**src/include/stepper_defaults.svh**
```systemverilog
`ifndef STEPPER_DEFAULTS_SVH
`define STEPPER_DEFAULTS_SVH

// pulse count field width
`define STEPPER_PULSE_NUM_W 16
// pulse width field, in ticks
`define STEPPER_PULSE_WIDTH_W 8
// queue entries, also the host's starting credit
`define STEPPER_QUEUE_DEPTH 4
// system clocks per tick
`define STEPPER_TICK_DIV 4
`endif

```
**src/hw/stepper_pkg.sv**
```systemverilog
`include "stepper_defaults.svh"

package stepper_pkg;

	// width of the pulse count field and of the pulse number counter
	parameter int PULSE_NUM_W = `STEPPER_PULSE_NUM_W;

	// width of the pulse width field and of the pulse width counter
	parameter int PULSE_WIDTH_W = `STEPPER_PULSE_WIDTH_W;

	// controller states
	typedef enum logic [2:0] {
		// after reset, waits for the first tick
		st_reset,
		// idle, watching the queue
		st_standby,
		// pops and latches the head command
		st_load,
		// step high, width counter running
		st_in_pulse,
		// step low for one tick, pulse counter advances
		st_next_pulse,
		// one tick of step low before move_done
		st_done
	} stepper_state_e;

endpackage : stepper_pkg

```
**src/hw/move_cmd_queue.sv**
```systemverilog
module move_cmd_queue #(
	parameter int QUEUE_DEPTH = 4
) (
	input logic clk,
	input logic reset,
	input logic push,
	input logic [stepper_pkg::PULSE_NUM_W-1:0] push_pulse_num,
	input logic [stepper_pkg::PULSE_WIDTH_W-1:0] push_pulse_width,
	input logic push_dir,
	input logic pop,
	output logic empty,
	output logic [stepper_pkg::PULSE_NUM_W-1:0] head_pulse_num,
	output logic [stepper_pkg::PULSE_WIDTH_W-1:0] head_pulse_width,
	output logic head_dir,
	output logic credit
);

	import stepper_pkg::*;

	localparam int PTR_W = (QUEUE_DEPTH > 1) ? $clog2(QUEUE_DEPTH) : 1;
	localparam int CNT_W = $clog2(QUEUE_DEPTH + 1);

	// one array per command field
	logic [PULSE_NUM_W-1:0] num_mem [QUEUE_DEPTH];
	logic [PULSE_WIDTH_W-1:0] width_mem [QUEUE_DEPTH];
	logic [QUEUE_DEPTH-1:0] dir_mem;

	logic [PTR_W-1:0] wr_ptr;
	logic [PTR_W-1:0] rd_ptr;
	logic [CNT_W-1:0] fill;
	logic full;
	logic do_push;
	logic do_pop;

	// circular increment, wraps at the last entry
	function automatic logic [PTR_W-1:0] next_ptr(input logic [PTR_W-1:0] ptr);
		if (ptr == PTR_W'(QUEUE_DEPTH - 1)) begin
			return '0;
		end
		return ptr + 1'b1;
	endfunction

	assign empty = (fill == '0);
	assign full = (fill == CNT_W'(QUEUE_DEPTH));
	// push into a full queue is dropped
	assign do_push = push && !full;
	assign do_pop = pop && !empty;

	// head fields straight off the read pointer
	assign head_pulse_num = num_mem[rd_ptr];
	assign head_pulse_width = width_mem[rd_ptr];
	assign head_dir = dir_mem[rd_ptr];

	// storage
	always_ff @(posedge clk) begin
		if (do_push) begin
			num_mem[wr_ptr] <= push_pulse_num;
			width_mem[wr_ptr] <= push_pulse_width;
			dir_mem[wr_ptr] <= push_dir;
		end
	end

	// pointers, occupancy and credit return
	always_ff @(posedge clk) begin
		if (reset) begin
			wr_ptr <= '0;
			rd_ptr <= '0;
			fill <= '0;
			credit <= 1'b0;
		end
		else begin
			if (do_push) begin
				wr_ptr <= next_ptr(wr_ptr);
			end
			if (do_pop) begin
				rd_ptr <= next_ptr(rd_ptr);
			end
			case ({do_push, do_pop})
				2'b10: fill <= fill + 1'b1;
				2'b01: fill <= fill - 1'b1;
				default: fill <= fill;
			endcase
			// one credit per pop, a clock later
			credit <= do_pop;
		end
	end

endmodule : move_cmd_queue

```
**src/hw/step_counter.sv**
```systemverilog
module step_counter #(
	parameter int WIDTH = 8
) (
	input logic clk,
	input logic reset,
	input logic tick,
	input logic clear,
	input logic count_en,
	input logic [WIDTH-1:0] target,
	output logic reached
);

	logic [WIDTH-1:0] count;
	logic [WIDTH-1:0] count_inc;

	assign count_inc = count + 1'b1;

	// high on the last counting tick, one ahead of the register
	assign reached = (count_inc == target);

	always_ff @(posedge clk) begin
		if (reset) begin
			count <= '0;
		end
		else if (clear && tick) begin
			count <= '0;
		end
		else if (count_en && tick) begin
			count <= count_inc;
		end
	end

	// clear wins over count_en when both are set
	// outside tick cycles the count holds

endmodule : step_counter

```
**src/hw/step_tick_gen.sv**
```systemverilog
module step_tick_gen #(
	parameter int TICK_DIV = 4
) (
	input logic clk,
	input logic reset,
	output logic tick
);

	// at least one bit even when TICK_DIV is 1
	localparam int CNT_W = (TICK_DIV > 1) ? $clog2(TICK_DIV) : 1;

	logic [CNT_W-1:0] div_cnt;

	// tick on the last count of each period
	// with TICK_DIV of 1 the counter sits at zero, tick every clock
	assign tick = (div_cnt == CNT_W'(TICK_DIV - 1));

	always_ff @(posedge clk) begin
		if (reset) begin
			div_cnt <= '0;
		end
		else if (tick) begin
			// wrap
			div_cnt <= '0;
		end
		else begin
			div_cnt <= div_cnt + 1'b1;
		end
	end

endmodule : step_tick_gen

```
**src/hw/stepper_ctrl_fsm.sv**
```systemverilog
module stepper_ctrl_fsm (
	input logic clk,
	input logic reset,
	input logic tick,
	input logic q_empty,
	input logic [stepper_pkg::PULSE_NUM_W-1:0] q_pulse_num,
	input logic [stepper_pkg::PULSE_WIDTH_W-1:0] q_pulse_width,
	input logic q_dir,
	input logic width_reached,
	input logic num_reached,
	output logic q_pop,
	output logic width_clear,
	output logic width_en,
	output logic num_clear,
	output logic num_en,
	output logic [stepper_pkg::PULSE_WIDTH_W-1:0] width_target,
	output logic [stepper_pkg::PULSE_NUM_W-1:0] num_target,
	output logic step,
	output logic dir,
	output logic busy,
	output logic move_done
);

	import stepper_pkg::*;

	stepper_state_e cur_state;
	stepper_state_e nxt_state;

	// latched command
	logic [PULSE_WIDTH_W-1:0] held_width;
	logic [PULSE_NUM_W-1:0] held_num;
	logic held_dir;
	logic q_zero_len;

	// zero width or zero count means no pulse at all
	assign q_zero_len = (q_pulse_width == '0) || (q_pulse_num == '0);

	assign width_target = held_width;
	assign num_target = held_num;
	assign dir = held_dir;

	// the pop and the done strobe last a single clock, on the tick
	assign q_pop = (cur_state == st_load) && tick;
	assign move_done = (cur_state == st_done) && tick;

	always_comb begin
		nxt_state = cur_state;
		width_clear = 1'b0;
		width_en = 1'b0;
		num_clear = 1'b0;
		num_en = 1'b0;
		step = 1'b0;
		busy = 1'b0;
		case (cur_state)
			st_reset: begin
				nxt_state = st_standby;
				width_clear = 1'b1;
				num_clear = 1'b1;
			end
			st_standby: begin
				if (!q_empty) begin
					nxt_state = st_load;
				end
			end
			st_load: begin
				busy = 1'b1;
				width_clear = 1'b1;
				num_clear = 1'b1;
				nxt_state = q_zero_len ? st_done : st_in_pulse;
			end
			st_in_pulse: begin
				busy = 1'b1;
				step = 1'b1;
				width_en = 1'b1;
				if (width_reached) begin
					nxt_state = st_next_pulse;
				end
				// last pulse of the command
				if ((width_reached && num_reached) || (held_width == '0)) begin
					nxt_state = st_done;
				end
			end
			st_next_pulse: begin
				busy = 1'b1;
				width_clear = 1'b1;
				num_en = 1'b1;
				nxt_state = st_in_pulse;
			end
			st_done: begin
				busy = 1'b1;
				width_clear = 1'b1;
				num_clear = 1'b1;
				nxt_state = st_standby;
			end
			default: nxt_state = st_reset;
		endcase
	end

	// state moves only on tick
	always_ff @(posedge clk) begin
		if (reset) begin
			cur_state <= st_reset;
			held_dir <= 1'b0;
		end
		else begin
			if (tick) begin
				cur_state <= nxt_state;
			end
			if (q_pop) begin
				held_dir <= q_dir;
			end
		end
	end

	// command payload, loaded with the pop
	always_ff @(posedge clk) begin
		if (q_pop) begin
			held_width <= q_pulse_width;
			held_num <= q_pulse_num;
		end
	end

endmodule : stepper_ctrl_fsm

```
**src/hw/stepper_top.sv**
```systemverilog
`include "stepper_defaults.svh"

module stepper_top #(
	parameter int QUEUE_DEPTH = `STEPPER_QUEUE_DEPTH,
	parameter int TICK_DIV = `STEPPER_TICK_DIV
) (
	input logic clk,
	input logic reset,
	input logic cmd_valid,
	input logic [stepper_pkg::PULSE_NUM_W-1:0] cmd_pulse_num,
	input logic [stepper_pkg::PULSE_WIDTH_W-1:0] cmd_pulse_width,
	input logic cmd_dir,
	output logic cmd_credit,
	output logic step,
	output logic dir,
	output logic busy,
	output logic move_done
);

	import stepper_pkg::*;

	logic tick;

	// queue head toward the controller
	logic q_empty;
	logic q_pop;
	logic [PULSE_NUM_W-1:0] q_pulse_num;
	logic [PULSE_WIDTH_W-1:0] q_pulse_width;
	logic q_dir;

	// counter handshakes
	logic width_clear;
	logic width_en;
	logic width_reached;
	logic [PULSE_WIDTH_W-1:0] width_target;
	logic num_clear;
	logic num_en;
	logic num_reached;
	logic [PULSE_NUM_W-1:0] num_target;

	// clock enable for all timing
	step_tick_gen #(
		.TICK_DIV(TICK_DIV)
	) tick_i (
		.clk(clk),
		.reset(reset),
		.tick(tick)
	);

	// host commands wait here, credits go back on each pop
	move_cmd_queue #(
		.QUEUE_DEPTH(QUEUE_DEPTH)
	) queue_i (
		.clk(clk),
		.reset(reset),
		.push(cmd_valid),
		.push_pulse_num(cmd_pulse_num),
		.push_pulse_width(cmd_pulse_width),
		.push_dir(cmd_dir),
		.pop(q_pop),
		.empty(q_empty),
		.head_pulse_num(q_pulse_num),
		.head_pulse_width(q_pulse_width),
		.head_dir(q_dir),
		.credit(cmd_credit)
	);

	// ticks of step high within one pulse
	step_counter #(
		.WIDTH(PULSE_WIDTH_W)
	) width_cnt_i (
		.clk(clk),
		.reset(reset),
		.tick(tick),
		.clear(width_clear),
		.count_en(width_en),
		.target(width_target),
		.reached(width_reached)
	);

	// pulses sent so far for the current command
	step_counter #(
		.WIDTH(PULSE_NUM_W)
	) num_cnt_i (
		.clk(clk),
		.reset(reset),
		.tick(tick),
		.clear(num_clear),
		.count_en(num_en),
		.target(num_target),
		.reached(num_reached)
	);

	stepper_ctrl_fsm ctrl_i (
		.clk(clk),
		.reset(reset),
		.tick(tick),
		.q_empty(q_empty),
		.q_pulse_num(q_pulse_num),
		.q_pulse_width(q_pulse_width),
		.q_dir(q_dir),
		.width_reached(width_reached),
		.num_reached(num_reached),
		.q_pop(q_pop),
		.width_clear(width_clear),
		.width_en(width_en),
		.num_clear(num_clear),
		.num_en(num_en),
		.width_target(width_target),
		.num_target(num_target),
		.step(step),
		.dir(dir),
		.busy(busy),
		.move_done(move_done)
	);

endmodule : stepper_top

```
**config.mk**
```make
export PLATFORM = sky130hd
export DESIGN_NAME = stepper_top
export DESIGN_NICKNAME = d
export VERILOG_FILES = /design/src/hw/stepper_pkg.sv /design/src/hw/move_cmd_queue.sv /design/src/hw/step_counter.sv /design/src/hw/step_tick_gen.sv /design/src/hw/stepper_ctrl_fsm.sv /design/src/hw/stepper_top.sv
export VERILOG_INCLUDE_DIRS = /design/src /design/src/include
export SDC_FILE = /design/constraint.sdc
export NUM_CORES = 1
export LEC_CHECK = 0
export BUFFER_PORTS_ARGS = -buffer_cell sky130_fd_sc_hd__clkbuf_2
export CAP_MARGIN = 40
export CORE_ASPECT_RATIO = 1.1
export CORE_MARGIN = 5
export CORE_UTILIZATION = 33
export DETAILED_ROUTE_END_ITERATION = 6
export SLEW_MARGIN = 10
export SYNTH_ARGS = -nofsm -noshare
export SYNTH_HDL_FRONTEND = slang
export SYNTH_SLANG_ARGS = --single-unit
```
**constraint.sdc**
```tcl
create_clock -name clk -period 3.8 [get_ports clk]
set_input_delay 0.38 -clock clk [delete_from_list [all_inputs] [get_ports clk]]
set_output_delay 0.38 -clock clk [all_outputs]
set_load 0.02 [all_outputs]
```
==> results.ini, run 1 <==
[die]
die_h_um=162
initial_utilization_pct=33.7
io_pins=33
dieWidth_um=148
core-area_mm2=0.0206
dieArea_mm2=0.0241
fp-row-count=55

[yosys]
synth_seq_cells=164
ys.flop_type=edfxtp_1
synthDistinctLibCells=56
async_flop_share_pct=0
synth-edff-count=124
syn-num-nets=516
syn_inst=478
seq_area_frac_synth_pct=65.0
synthesis.area_mm2=0.00696
syn_avg_cell_area_um2=14.6
yosys_warnings=0

[clock_network]
cts_sinks=164
insertion_delay_ns=0.42
clockRootBuffer=clkbuf_16
ctsResizeCount=0
cts.path.max_buffers=2
cts_setup_buffers=0
ctsHoldBuffers=0
numCtsBuffers=17
cts_tree=done
clk_pin_slew_worst_paths_ns=0.07
cts_max_level=4

[final_layout]
multi_input_area_mm2=0.00228
layout_common_cells=124 x edfxtp_1, 41 x nor2_1, 40 x dfxtp_1
fillers=1939
diodes=0
drive_above_1_share_pct=20.0
final_nets=555
synthToLayoutAreaGrowth_pct=14.7
regArea_mm2=0.00452
final_common_cell=edfxtp_1
design_area_mm2=0.00798

[power]
powerDensity_mw_per_mm2=486
peakVddDrop_v=0.000300
finalPower_mw=3.88
leakage_nw=2.67

[global_route]
grtUsageTotal_pct=11.7
grt_overflow_total=0
grt_max_degree=26
antenna_found_initial=0
grt_pass1_wl_um=21800
grt_pass1_vias=4115

[timing]
period_share_pct=72.2
fin_ws_ns=1.05
fmax_mhz=364
slew_headroom_pct=47.0
finalSetupViolCount=0
finalSetupTns_ns=0
slew_violations=0
skew_ns=0.00637
timing.hold.ws_ns=0.172
finalWorstPathRequiredPeriod_ns=2.75
hold_viol_final=0
rsz0062_at_grt=false
worstMarginPinSlew_ns=0.794

[worst_setup_path]
startpoint_type=flip-flop
cp.arrival_ns=3.10
worst_setup_path_end_kind=flip-flop
critPathMaxFanout=8
critPathRequiredTime_ns=4.15
path_class=flip-flop to flip-flop
rr_worst_depth=9

[routing]
postRouteAntennaNets=0
drt-total-wl_um=12900
vias=3876
route.detailed.drc=0
drt_iter0_drc=208
wl_per_cell_um=16.4
viasPerCell=4.93
drt_first_pass_iters=4

[placed_design]
io_buffers=32
place_area_mm2=0.00739
dpl.hpwl_um=8980
post-place-ws_ns=1.06
routabilityCongestion=0.810

[hold_path]
hold_depth=1
hold_class=input pin to flip-flop

[flow_run]
drv_cap=0

[outcome]
status=finished, final reports clean

cells in the mapped netlist (all sizes together), types with 2 or more instances:
| library cell | instances | area share, % |
|---|---|---|
| mux2i | 6 | 0.86 |
| nor2 | 41 | 2.2 |
| o22ai | 3 | 0.27 |
| or3 | 3 | 0.27 |
| a21oi | 10 | 0.72 |
| edfxtp | 124 | 54 |
| nand4 | 10 | 0.90 |
| buf | 11 | 0.99 |
| or2 | 2 | 0.18 |
| o21a | 3 | 0.32 |
| o31ai | 3 | 0.40 |
| o41ai | 2 | 0.25 |
| xor2 | 26 | 3.3 |
| dfxtp | 40 | 12 |
| nor2b | 6 | 0.54 |
| xnor2 | 24 | 3.0 |
| and2 | 3 | 0.27 |
| nor3 | 10 | 0.72 |
| mux4 | 25 | 8.1 |
| nand2 | 21 | 1.1 |
| ha | 9 | 1.6 |
| o21ai | 9 | 0.65 |
| nand2b | 4 | 0.47 |
| nor4 | 10 | 0.90 |
| o2111ai | 2 | 0.25 |
| clkbuf | 10 | 0.68 |
| nand3 | 14 | 1.0 |
| and3 | 12 | 1.1 |
| and4 | 3 | 0.40 |
| or4 | 4 | 0.43 |
| inv | 10 | 0.54 |
final cells by class:
class,count,area share (%)
timing repair buffer,41,2.85
clock buffer,17,5.33
multi-input combinational,283,28.5
inverter,10,0.470
clock inverter,15,2.09
tap,256,4.01
sequential,164,56.7
stage by stage:
| step | std cells | util [%] |
|---|---|---|
| 2_1_floorplan | 478 | - |
| 3_3_place_gp | 754 | 35.8 |
| 3_5_place_dp | 754 | 35.8 |
| 4_1_cts | 786 | 38.6 |
| 5_1_grt | 786 | 38.6 |
| 6_report | 786 | 38.6 |
report_power, final:
part,internal [mW],total (mW),switching [mW],leakage (nW)
Combinational,0.0612,0.159,0.0974,0.923
Sequential,1.99,2.01,0.0203,1.46
Clock,0.987,1.71,0.727,0.290
Total,3.04,3.88,0.844,2.67
registers in the layout, indices dropped and copies added, names as in the netlist, 4 cells and up, named ones only:
name and count:
ctrl_i.width_target 8, num_cnt_i.count 16, queue_i.width_mem 32, queue_i.num_mem 64, queue_i.dir_mem 4, ctrl_i.num_target 16
width_cnt_i.count 8
path summary, 6_finish.rpt:
| check | to | start | slack, ns |
|---|---|---|---|
| setup / recovery | queue_i.fill[2] | ctrl_i.cur_state[1] | 1.05 |
| hold / removal | queue_i.num_mem[3][4] | cmd_pulse_num[4] | 0.17 |
| setup reg to reg | queue_i.fill[2] | ctrl_i.cur_state[1] | 1.05 |
| hold reg to reg | tick_i.div_cnt[0] | tick_i.div_cnt[0] | 0.43 |
critical path: stages, from the launching register on:
cell	delay [ns]
dfxtp_1	0.46
nor2b_1	0.35
and3_1	0.25
nor2b_1	0.33
ha_1	0.24
inv_1	0.06
fa_1	0.38
xor2_1	0.16
or3_1	0.30
a21oi_1	0.15
kinds of logic after synthesis:
logic type	Yosys count	share of synthesized area [%]
fa+ha+maj	10	1.91
compound gates	44	4.39
xor+xnor	50	6.30
flops	164	65.0
simple gates	147	11.0
buf+inv	31	2.21
mux	32	9.12
layer usage:
layer | track usage, % | vias up | routed length, um
met5 | 0 | - | 0
met4 | 4.03 | 0 | 188
met1 | 14.7 | 1908 | 5980
met3 | 3.29 | 16 | 395
li1 | - | 1898 | -
met2 | 19.2 | 54 | 6350
(Power assumes the default switching activity.)
==> inputs of run 2 (changes only) <==
Clock period 3.8 ns to 2.41 ns, I/O delays scaled along.
==> run 2 against run 1 <==
Effect of this change: clock-buffer cell count stayed put; sequential share of layout area shrank 3.0 points; largest cell class unchanged; fmax rose by 18%; die area unchanged; cell count is 5.1% higher; non-clock buffer count rose by 40; sequential power grew 58%; worst setup slack worse by 0.98 ns; worst hold slack worse by 0.13 ns; total power increased by 57%; critical path depth shrank 2; register-to-register slack got worse by 0.98 ns.
==> results.ini, run 2 (synthesized netlist as in run 1, its figures left out) <==
[timing]
finalWorstPathRequiredPeriod_ns=2.34
fmax_mhz=428
hold_viol_final=0
finalSetupTns_ns=0
timing.hold.ws_ns=0.0379
finalSetupViolCount=0
slew_violations=0
worstMarginPinSlew_ns=0.500
slew_headroom_pct=66.7
fin_ws_ns=0.0741
period_share_pct=96.9
rsz0062_at_grt=false
skew_ns=0.00817

[power]
peakVddDrop_v=0.000464
p_switching_mw=1.30
pwr-share-comb_pct=4.6
finalPower_mw=6.08
p_int_mw=4.78
leakage_nw=2.91
powerDensity_mw_per_mm2=720
p_clk_share_pct=43.3
switching_share_pct=21.3
seqPwrFrac_pct=52.1

[clock_network]
cts_tree=done
cts.path.max_buffers=2
cts_max_level=4
clk_pin_slew_worst_paths_ns=0.06
cts_sinks=164
numCtsBuffers=17
insertion_delay_ns=0.42
clockRootBuffer=clkbuf_16

[die]
dieWidth_um=148
die_h_um=162
fp-row-count=55
core-area_mm2=0.0206
initial_utilization_pct=33.7
io_pins=33
dieArea_mm2=0.0241

[placed_design]
routabilityCongestion=0.862
post-place-ws_ns=-0.0539
dp.cells=785
io_buffers=32
place_area_mm2=0.00768
dpl.hpwl_um=9370

[final_layout]
design_area_mm2=0.00845
top_register=queue_i.num_mem
synthToLayoutAreaGrowth_pct=21.4
fin_util_pct=40.9
final_nets=595
fillers=1931
top_regs=queue_i.num_mem x64, queue_i.width_mem x32
layout_common_cells=124 x edfxtp_1, 45 x buf_4, 41 x nor2_1
fin_cells=826
largest_reg_flops=64
drive_above_1_share_pct=30.0
final_common_cell=edfxtp_1
diodes=0

[worst_setup_path]
cp_cell_sequence=ha_4 > nand2b_1 > o211a_1 > o32a_1 > or4_4 > or4_4 > o31ai_2
cp.arrival_ns=2.67
ff2ff_setup_slack_ns=0.07
critPathMostFrequentCell=or4_4
worst_setup_path_end_kind=flip-flop
slowest_delay_ns=0.53
critPathMaxFanout=3
rr_worst_depth=7
timing.rr.end=ctrl_i.cur_state[0]
slowest_stage=or4_4
cp_top_family=simple AND/OR/NAND/NOR gates
r2r-start=width_cnt_i.count[1]
critPathRequiredTime_ns=2.74
startpoint_type=flip-flop
path_buf_inv=0
path_class=flip-flop to flip-flop

[global_route]
grt_util_met2_pct=19.8
antenna_found_initial=0
met3_usage_pct=2.59
grt_overflow_total=0
use_met1_pct=14.6
grt_pass1_vias=4343
grtUsageTotal_pct=11.9
grt_max_degree=26
grt_pass1_wl_um=22200
grt_busiest_layer=met2

[routing]
viasPerCell=4.98
drt_iter0_drc=272
route.detailed.drc=0
wl_per_cell_um=16.5
vias=4113
drt-total-wl_um=13600
drt_first_pass_iters=4
postRouteAntennaNets=0

[flow_run]
drv_cap=0

[hold_path]
hold_depth=1
hp-start=cmd_pulse_num[8]
hold_class=input pin to flip-flop
hold_end=queue_i.num_mem[2][8]

[outcome]
status=finished, final reports clean

## run 2: timing repair
item                                    in CTS  in global routing
pin swaps                                    3                  0
hold buffers                                 0                  0
endpoints found under the setup margin       1                  5
gates resized for setup                      8                 13
gates cloned                                 0                  1
setup buffers                                1                  7
## run 2: worst max path at each step
stage,start,end,slack (ns),cells past startpoint
6_report,width_cnt_i.count[1],ctrl_i.cur_state[0],0.07,7
2_1_floorplan,ctrl_i.cur_state[2],queue_i.fill[2],-0.01,10
4_1_cts,tick_i.div_cnt[0],num_cnt_i.count[15],0.02,8
3_3_place_gp,width_cnt_i.count[1],ctrl_i.cur_state[0],-0.01,7
5_1_grt,width_cnt_i.count[1],ctrl_i.cur_state[0],0.003,7
3_5_place_dp,width_cnt_i.count[1],ctrl_i.cur_state[0],-0.05,7
## run 2: area by class of cell
class	count	area (um^2)	area share, %
clock buffer	17	425	5.04
clock inverter	15	151	1.79
inverter	10	37.5	0.444
multi-input combinational	283	2390	28.3
sequential	164	4530	53.7
tap	256	320	3.79
timing repair buffer	81	583	6.90
## run 2: power groups by stage
stage	combinational, mW	clock [mW]	sequential (mW)
after global placement	0.268	0	3.22
after global routing	0.311	2.82	3.17
after floorplan	0.164	0	3.22
final	0.279	2.63	3.17
after detailed placement	0.279	0	3.23
after CTS	0.279	2.70	3.17
## run 2: layer usage
layer  vias up  part of all wire, %  routed length, um
met5         -                    0                  0
met4         0                  2.8                383
met3        26                  2.8                383
met2        77                   50               6820
met1      2036                   44               6030
li1       1974                    -                  -
